### src/verilog/block_game_pkg.sv
// Falling-block engine shared definitions
// Pixel widths, lane geometry and colour codes for the 160x120 plotter

package block_game_pkg;

	// ####################
	// Widths
	// ####################

	typedef logic [7:0] x_coord_t;   // Pixel column
	typedef logic [6:0] y_coord_t;   // Pixel row
	typedef logic [2:0] colour_t;    // Plotter colour code
	typedef logic [2:0] lane_t;      // Lane number, 7 marks none

	// ####################
	// Lane geometry
	// ####################

	localparam int NUM_LANES  = 5;
	localparam int LANE_X0    = 27;  // Left edge of lane 0
	localparam int LANE_PITCH = 21;  // Lane spacing, also row step
	localparam int TOP_Y      = 7;   // Spawn row
	localparam int BOTTOM_Y   = 91;  // Last live row
	localparam int BLOCK_SIZE = 20;  // Block edge in pixels

	// ####################
	// Colours
	// ####################

	localparam colour_t BLOCK_COLOUR = 3'd4;  // Red
	localparam colour_t BACKGROUND   = 3'd0;  // Black

endpackage

### src/verilog/frame_timer.sv
// Hold delay between the draw and erase sweeps

`timescale 1ns/1ps

module frame_timer #(
	parameter int HOLD_CYCLES = 166
) (
	input  logic clock,
	input  logic reset,
	input  logic hold,
	output logic hold_done
);

	localparam int CNT_W = (HOLD_CYCLES > 1) ? $clog2(HOLD_CYCLES) : 1;

	logic [CNT_W-1:0] count;

	always_ff @(posedge clock)
	begin
		if (!reset || !hold)
			count <= '0;               // Restart for every hold
		else
			count <= count + 1'b1;
	end

	assign hold_done = hold && (count == CNT_W'(HOLD_CYCLES - 1));

endmodule

### src/verilog/game_control.sv
// Round FSM for the falling-block engine
// Waits for a start press and release, then loops spawn, step, draw, hold, erase

`timescale 1ns/1ps

module game_control (
	input  logic clock,
	input  logic reset,
	input  logic start,
	input  logic sweep_done,
	input  logic hold_done,
	output logic capture,
	output logic advance,
	output logic sweep,
	output logic erase,
	output logic hold
);

	typedef enum logic [2:0] {
		PREPARE,
		IDLE,
		START_WAIT,
		SPAWN,
		ADVANCE,
		DRAW,
		HOLD,
		ERASE
	} state_t;

	state_t state;
	state_t state_next;

	// ####################
	// Next state
	// ####################

	always_comb
	begin
		state_next = state;
		unique case (state)
			PREPARE:    state_next = IDLE;
			IDLE:       state_next = start ? START_WAIT : IDLE;
			START_WAIT: state_next = start ? START_WAIT : SPAWN;  // Go on release
			SPAWN:      state_next = ADVANCE;
			ADVANCE:    state_next = DRAW;
			DRAW:       state_next = sweep_done ? HOLD : DRAW;
			HOLD:       state_next = hold_done ? ERASE : HOLD;
			ERASE:      state_next = sweep_done ? SPAWN : ERASE;
			default:    state_next = PREPARE;
		endcase
	end

	always_ff @(posedge clock)
	begin
		if (!reset)
			state <= PREPARE;
		else
			state <= state_next;
	end

	// ####################
	// Outputs
	// ####################

	assign capture = (state == SPAWN);              // Latch new random lane
	assign advance = (state == ADVANCE);            // Step blocks, load spawn
	assign sweep   = (state == DRAW) || (state == ERASE);
	assign erase   = (state == ERASE);
	assign hold    = (state == HOLD);

endmodule

### src/verilog/lane_picker.sv
// Random spawn lane for the falling-block engine
// LFSR pick, history of two picks and a filter against stepping to a neighbour

`timescale 1ns/1ps

module lane_picker (
	input  logic                      clock,
	input  logic                      reset,
	input  logic                      capture,
	output block_game_pkg::x_coord_t  spawn_x
);
	import block_game_pkg::*;

	logic [7:0] lfsr;
	lane_t      pick;
	lane_t      current;
	lane_t      previous;
	lane_t      lane;

	// Taps 8,6,5,4 give the full 255 state cycle
	always_ff @(posedge clock)
	begin
		if (!reset)
			lfsr <= 8'h01;
		else
			lfsr <= {lfsr[6:0], lfsr[7] ^ lfsr[5] ^ lfsr[4] ^ lfsr[3]};
	end

	assign pick = lane_t'(lfsr % NUM_LANES);

	always_ff @(posedge clock)
	begin
		if (!reset)
		begin
			current  <= 3'd7;  // No lane yet
			previous <= 3'd7;
		end
		else if (capture)
		begin
			previous <= current;
			current  <= pick;
		end
	end

	// A step to the neighbouring lane is pushed one lane further
	always_comb
	begin
		if (int'(current) == int'(previous) + 1)
			lane = lane_t'((int'(current) + 1) % NUM_LANES);
		else if (int'(current) == int'(previous) - 1)
			lane = lane_t'((int'(current) + NUM_LANES - 1) % NUM_LANES);
		else
			lane = current;
	end

	assign spawn_x = x_coord_t'(LANE_X0 + int'(lane) * LANE_PITCH);

endmodule

### src/verilog/block_store.sv
// Block slot registers for the falling-block engine
// Steps live blocks down a row, loads the new block round robin, reads one slot out

`timescale 1ns/1ps

module block_store #(
	parameter int NUM_BLOCKS = 5,
	localparam int SLOT_W = (NUM_BLOCKS > 1) ? $clog2(NUM_BLOCKS) : 1
) (
	input  logic                      clock,
	input  logic                      reset,
	input  logic                      advance,
	input  block_game_pkg::x_coord_t  spawn_x,
	input  logic [SLOT_W-1:0]         slot_index,
	output block_game_pkg::x_coord_t  slot_x,
	output block_game_pkg::y_coord_t  slot_y
);
	import block_game_pkg::*;

	x_coord_t          block_x [NUM_BLOCKS];
	y_coord_t          block_y [NUM_BLOCKS];  // Zero row means empty slot
	logic [SLOT_W-1:0] load_ptr;

	always_ff @(posedge clock)
	begin
		if (!reset)
		begin
			load_ptr <= '0;
			for (int i = 0; i < NUM_BLOCKS; i++)
			begin
				block_x[i] <= '0;
				block_y[i] <= '0;
			end
		end
		else if (advance)
		begin
			for (int i = 0; i < NUM_BLOCKS; i++)
			begin
				if (SLOT_W'(i) == load_ptr)
				begin
					block_x[i] <= spawn_x;       // New block at the top
					block_y[i] <= y_coord_t'(TOP_Y);
				end
				else if (block_y[i] == y_coord_t'(BOTTOM_Y))
				begin
					block_x[i] <= '0;            // Falls off the bottom
					block_y[i] <= '0;
				end
				else if (block_y[i] != '0)
					block_y[i] <= block_y[i] + y_coord_t'(LANE_PITCH);
			end
			if (load_ptr == SLOT_W'(NUM_BLOCKS - 1))
				load_ptr <= '0;
			else
				load_ptr <= load_ptr + 1'b1;
		end
	end

	assign slot_x = block_x[slot_index];
	assign slot_y = block_y[slot_index];

endmodule

### src/verilog/block_plotter.sv
// Pixel sweep over all block slots
// Column, row and slot counters turn slot positions into one pixel write per cycle

`timescale 1ns/1ps

module block_plotter #(
	parameter int NUM_BLOCKS = 5,
	localparam int SLOT_W = (NUM_BLOCKS > 1) ? $clog2(NUM_BLOCKS) : 1
) (
	input  logic                      clock,
	input  logic                      reset,
	input  logic                      sweep,
	input  logic                      erase,
	input  block_game_pkg::x_coord_t  slot_x,
	input  block_game_pkg::y_coord_t  slot_y,
	output logic [SLOT_W-1:0]         slot_index,
	output block_game_pkg::x_coord_t  x,
	output block_game_pkg::y_coord_t  y,
	output block_game_pkg::colour_t   colour,
	output logic                      write_enable,
	output logic                      sweep_done
);
	import block_game_pkg::*;

	localparam int CNT_W = $clog2(BLOCK_SIZE);

	logic [CNT_W-1:0] column;
	logic [CNT_W-1:0] row;
	logic             column_last;
	logic             row_last;
	logic             slot_last;

	assign column_last = (column == CNT_W'(BLOCK_SIZE - 1));
	assign row_last    = (row == CNT_W'(BLOCK_SIZE - 1));
	assign slot_last   = (slot_index == SLOT_W'(NUM_BLOCKS - 1));

	// Column fastest, then row, then slot
	always_ff @(posedge clock)
	begin
		if (!reset || !sweep)
		begin
			column     <= '0;
			row        <= '0;
			slot_index <= '0;
		end
		else if (!column_last)
			column <= column + 1'b1;
		else
		begin
			column <= '0;
			if (!row_last)
				row <= row + 1'b1;
			else
			begin
				row        <= '0;
				slot_index <= slot_last ? '0 : slot_index + 1'b1;
			end
		end
	end

	assign x            = slot_x + x_coord_t'(column);
	assign y            = slot_y + y_coord_t'(row);
	assign colour       = (erase || x < x_coord_t'(BLOCK_SIZE)) ? BACKGROUND : BLOCK_COLOUR;
	assign write_enable = sweep;
	assign sweep_done   = sweep && column_last && row_last && slot_last;  // Last pixel

endmodule

### src/verilog/block_game.sv
// Falling-block display engine top level
// Round controller, hold timer, lane picker, block store and pixel plotter

`timescale 1ns/1ps

module block_game #(
	parameter int NUM_BLOCKS  = 5,
	parameter int HOLD_CYCLES = 166
) (
	input  logic                      clock,
	input  logic                      reset,
	input  logic                      start,
	output block_game_pkg::x_coord_t  x,
	output block_game_pkg::y_coord_t  y,
	output block_game_pkg::colour_t   colour,
	output logic                      write_enable
);
	import block_game_pkg::*;

	localparam int SLOT_W = (NUM_BLOCKS > 1) ? $clog2(NUM_BLOCKS) : 1;

	logic              capture;
	logic              advance;
	logic              sweep;
	logic              erase;
	logic              hold;
	logic              sweep_done;
	logic              hold_done;
	x_coord_t          spawn_x;
	x_coord_t          slot_x;
	y_coord_t          slot_y;
	logic [SLOT_W-1:0] slot_index;

	game_control control_i (
		.clock(clock), .reset(reset), .start(start),
		.sweep_done(sweep_done), .hold_done(hold_done),
		.capture(capture), .advance(advance), .sweep(sweep), .erase(erase), .hold(hold)
	);

	frame_timer #(.HOLD_CYCLES(HOLD_CYCLES)) timer_i (
		.clock(clock), .reset(reset), .hold(hold), .hold_done(hold_done)
	);

	lane_picker picker_i (
		.clock(clock), .reset(reset), .capture(capture), .spawn_x(spawn_x)
	);

	block_store #(.NUM_BLOCKS(NUM_BLOCKS)) store_i (
		.clock(clock), .reset(reset), .advance(advance), .spawn_x(spawn_x),
		.slot_index(slot_index), .slot_x(slot_x), .slot_y(slot_y)
	);

	block_plotter #(.NUM_BLOCKS(NUM_BLOCKS)) plotter_i (
		.clock(clock), .reset(reset), .sweep(sweep), .erase(erase),
		.slot_x(slot_x), .slot_y(slot_y), .slot_index(slot_index),
		.x(x), .y(y), .colour(colour), .write_enable(write_enable),
		.sweep_done(sweep_done)
	);

endmodule

### config.mk
export PLATFORM = sky130hd
export DESIGN_NAME = block_game
export DESIGN_NICKNAME = d
export VERILOG_FILES = /design/src/verilog/block_game_pkg.sv /design/src/verilog/frame_timer.sv /design/src/verilog/game_control.sv /design/src/verilog/lane_picker.sv /design/src/verilog/block_store.sv /design/src/verilog/block_plotter.sv /design/src/verilog/block_game.sv
export SDC_FILE = /design/constraint.sdc
export NUM_CORES = 1
export LEC_CHECK = 0
export ABC_AREA = 1
export BUFFER_PORTS_ARGS = -buffer_cell sky130_fd_sc_hd__buf_2
export CORE_MARGIN = 2
export CORE_UTILIZATION = 53
export CTS_CLUSTER_SIZE = 8
export DETAILED_ROUTE_END_ITERATION = 8
export PLACE_DENSITY = 0.71
export SLEW_MARGIN = 10
export SYNTH_ARGS = -nofsm -noshare
export SYNTH_HDL_FRONTEND = slang
export SYNTH_SLANG_ARGS = --single-unit
### constraint.sdc
create_clock -name clock -period 9.1 [get_ports clock]
set_input_delay 1.365 -clock clock [delete_from_list [all_inputs] [get_ports clock]]
set_output_delay 1.365 -clock clock [all_outputs]
set_load 0.05 [all_outputs]
==> summary.txt <==
Fin area -> 10,400 µm²
Drt wl/cell -> 13.6 µm
Crit path max-delay family -> simple AND/OR/NAND/NOR gates
Most used DFF post-synth -> edfxtp_1
Slew headroom -> 0.498
Reg clk slew, reported paths -> 0.05 ns
Final WL -> 20,700 µm
Least-Margin Pin Slew -> 0.748 ns
Critical Path RT -> 9.41 ns
Hold path endpoint -> picker_i.lfsr[7]
DRT Pass-1 Iters -> 5
Slew Limit Fails -> 0
Clk_skew -> 0.0101 ns
DP Area -> 9480 µm²
Fraction of the cycle the final worst path needs -> 0.951
Detailed Place HPWL -> 15,000 µm
Clock buffer depth -> 2
Crit path top cell by count -> nand2_1
Pwr/cell area -> 171 nW/µm²
Cell count after synthesis -> 1,246
RR Startpoint -> picker_i.current[0]
Critical R2R Capture -> store_i.block_x[4][7]
Worst path buffer plus inverter count -> 13
Via count -> 8,116
DRT iter0 DRCs -> 535
CORE AREA -> 16,700 µm²
Insertion delay to the later sink of the worst-skew pair -> 0.42 ns
Startpoint Class -> register
Die X -> 135 µm
I/O pin count -> 22
Multi-input logic area -> 5390 µm²
Register area share after synthesis -> 0.334
Type of destination of the critical path -> register
Ys async rst share -> 0
Flop-to-flop setup slack -> 0.45 ns
Clock sinks -> 119
CTS root buf -> clkbuf_16
Peak VDD IR -> 0.117 mV
Nets@finish -> 1,356
First-pass GRT wire length -> 34,000 µm
EDFF count, synth -> 67
Hold_sp -> picker_i.lfsr[6]
Cells after DPL -> 1,475
Crit path time final -> 8.65 ns
Final Hold Violating Endpoints -> 0
Yosys warns -> 0
Cells on worst reg2reg path -> 72
Crit path kind -> reg2reg
Max Clk Rate -> 116 MHz
Largest net degree at the start of global routing -> 35
Tot Pwr -> 1.78 mW
CTS tree -> built
Vias/cell -> 5.35
HP Class -> reg2reg
Register area -> 3060 µm²
Ant diodes -> 0
Hold_ws -> 0.427 ns
Vias in the first global route -> 7,421
Congestion Overflow GR -> 0
Worst-path maximum fanout -> 9
WHS Path Cells -> 2
Initial Util -> 0.547
Finish-stage setup viols -> 0
Die area -> 18,300 µm²
Status -> completed
# DRC -> 0
Die height -> 135 µm
Initial antenna violation count -> 0
Layout cells sized above 1 -> 0.163
Total GRT Usage -> 0.230
Placer Congestion -> 0.876
Leak -> 4.98 nW
#FFs+latches synth -> 119
Max cap viols -> 0
Routed Antenna Nets -> 0
Final setup TNS -> 0 ns
Max incr delay on CP -> 0.61 ns
Crit path DAT -> 8.96 ns
Synth cell types -> 58
Critical-path top delay cell -> fa_1
CTS H-tree lvls -> 4
Netlist Area Pre-Place -> 9130 µm²
Fill count -> 1,487
I/O Buffers -> 19
Number of CTS-inserted buffers -> 17
Hold buffers post-CTS -> 0
Non-Filler Instances -> 1,518
Area growth syn-to-layout -> 13.8%
Avg Cell Area, Syn -> 7.33 µm²
Row cnt -> 47
[synthesized netlist by cell type (4+ instances only)]
master    number  area (µm²)
a211oi_1       5        37.5
a21oi_1       82         410
a21oi_2        4        35.0
a31oi_1       11        68.8
and3_1         4        25.0
clkbuf_1      12        45.0
dfxtp_1       52        1040
edfxtp_1      67        2010
fa_1           4        80.1
ha_1          64         801
inv_1        174         653
inv_2         30         113
nand2_1      227         852
nand2_2       31         194
nand2_4        5        56.3
nand3_1       66         330
nand3_2       16         160
nand4_1       24         150
nor2_1       145         544
nor2_4         6        67.6
nor3_1        18        90.1
o21a_1         6        45.0
o21ai_0       80         400
o21ai_1        9        45.0
o21ai_2        4        35.0
o22ai_1        7        43.8
o31ai_1        4        30.0
xnor2_1       10        87.6
xor2_1        32         280
[stage by stage]
step | utilization | setup WS (ns)
2_1_floorplan | - | 0.576
3_3_place_gp | 0.567 | 0.347
3_5_place_dp | 0.567 | 0.00304
4_1_cts | 0.606 | 0.0861
5_1_grt | 0.622 | -0.285
6_report | 0.622 | 0.447
[what timing repair did]
action,4_1_cts,5_1_grt
setup endpoints to repair,5,29
buffers inserted,0,11
pin swaps,0,22
gates resized for setup,2,43
[sequential cells by signal (all words and copies together), names as in the netlist, named ones only]
register and cells:
plotter_i.row 5, timer_i.count 8, picker_i.current 3, picker_i.previous 3, plotter_i.column 5, store_i.block_x 40
store_i.load_ptr 3, control_i.state 3, picker_i.lfsr 8, plotter_i.slot_index 3, store_i.block_y 35
[cells by family after synthesis]
group | count (synthesis) | synth area share
compound gates | 226 | 0.141
xor+xnor | 45 | 0.0456
fa+ha+maj | 68 | 0.0964
buf+inv | 226 | 0.0955
flops | 119 | 0.334
other cells | 1 | 0.000411
simple gates | 561 | 0.287
[report_power, final]
| part | internal [mW] | switching, mW |
|---|---|---|
| Clock | 0.452 | 0.250 |
| Combinational | 0.164 | 0.302 |
| Sequential | 0.591 | 0.0190 |
[layer usage]
metal	global-route usage	up-vias	part of all wire
met2	0.394	161	0.48
met4	0.0752	0	0.021
met1	0.293	3740	0.45
met3	0.0441	36	0.046
met5	0	-	0
li1	-	4179	-
[final cells by class]
cell class | count | area share
Clock buffer | 26 | 0.0572
Clock inverter | 6 | 0.00397
Inverter | 207 | 0.0757
Multi-Input combinational cell | 902 | 0.519
Sequential cell | 119 | 0.295
Tap cell | 220 | 0.0265
Timing Repair Buffer | 38 | 0.0229
[worst max-delay path by stage]
stage	start	end	cells past startpoint
6_report	picker_i.current[0]	store_i.block_x[4][7]	72
5_1_grt	picker_i.current[0]	store_i.block_x[4][7]	72
4_1_cts	picker_i.current[1]	store_i.block_x[4][7]	70
3_5_place_dp	picker_i.current[0]	store_i.block_x[4][7]	68
3_3_place_gp	picker_i.current[0]	store_i.block_x[4][7]	71
2_1_floorplan	picker_i.current[0]	store_i.block_x[4][7]	72
[worst min-delay path, delay by kind of cell, from the launching register on]
kind	cells	cell delay (ns)
buf+inv	1	0.03
flops	1	0.31
simple gates	1	0.05
[placed cells by master, fill, tap and decap left out, types with 5 or more instances in the layout]
cell type,instances
nand2_1,225
inv_1,170
nor2_1,141
a21oi_1,80
o21ai_0,80
edfxtp_1,67
nand3_1,64
ha_1,57
dfxtp_1,49
inv_2,32
xor2_1,31
nand2_2,30
nand4_1,24
clkbuf_16,21
buf_2,19
buf_4,19
nor3_1,18
nand3_2,18
a31oi_1,10
nor2_4,8
o21ai_1,8
nand2_4,8
xnor2_1,8
o22ai_1,7
o21a_1,6
o21ai_2,5
inv_4,5
a211oi_1,5
clkbuf_8,5
(Power assumes the default switching activity.)
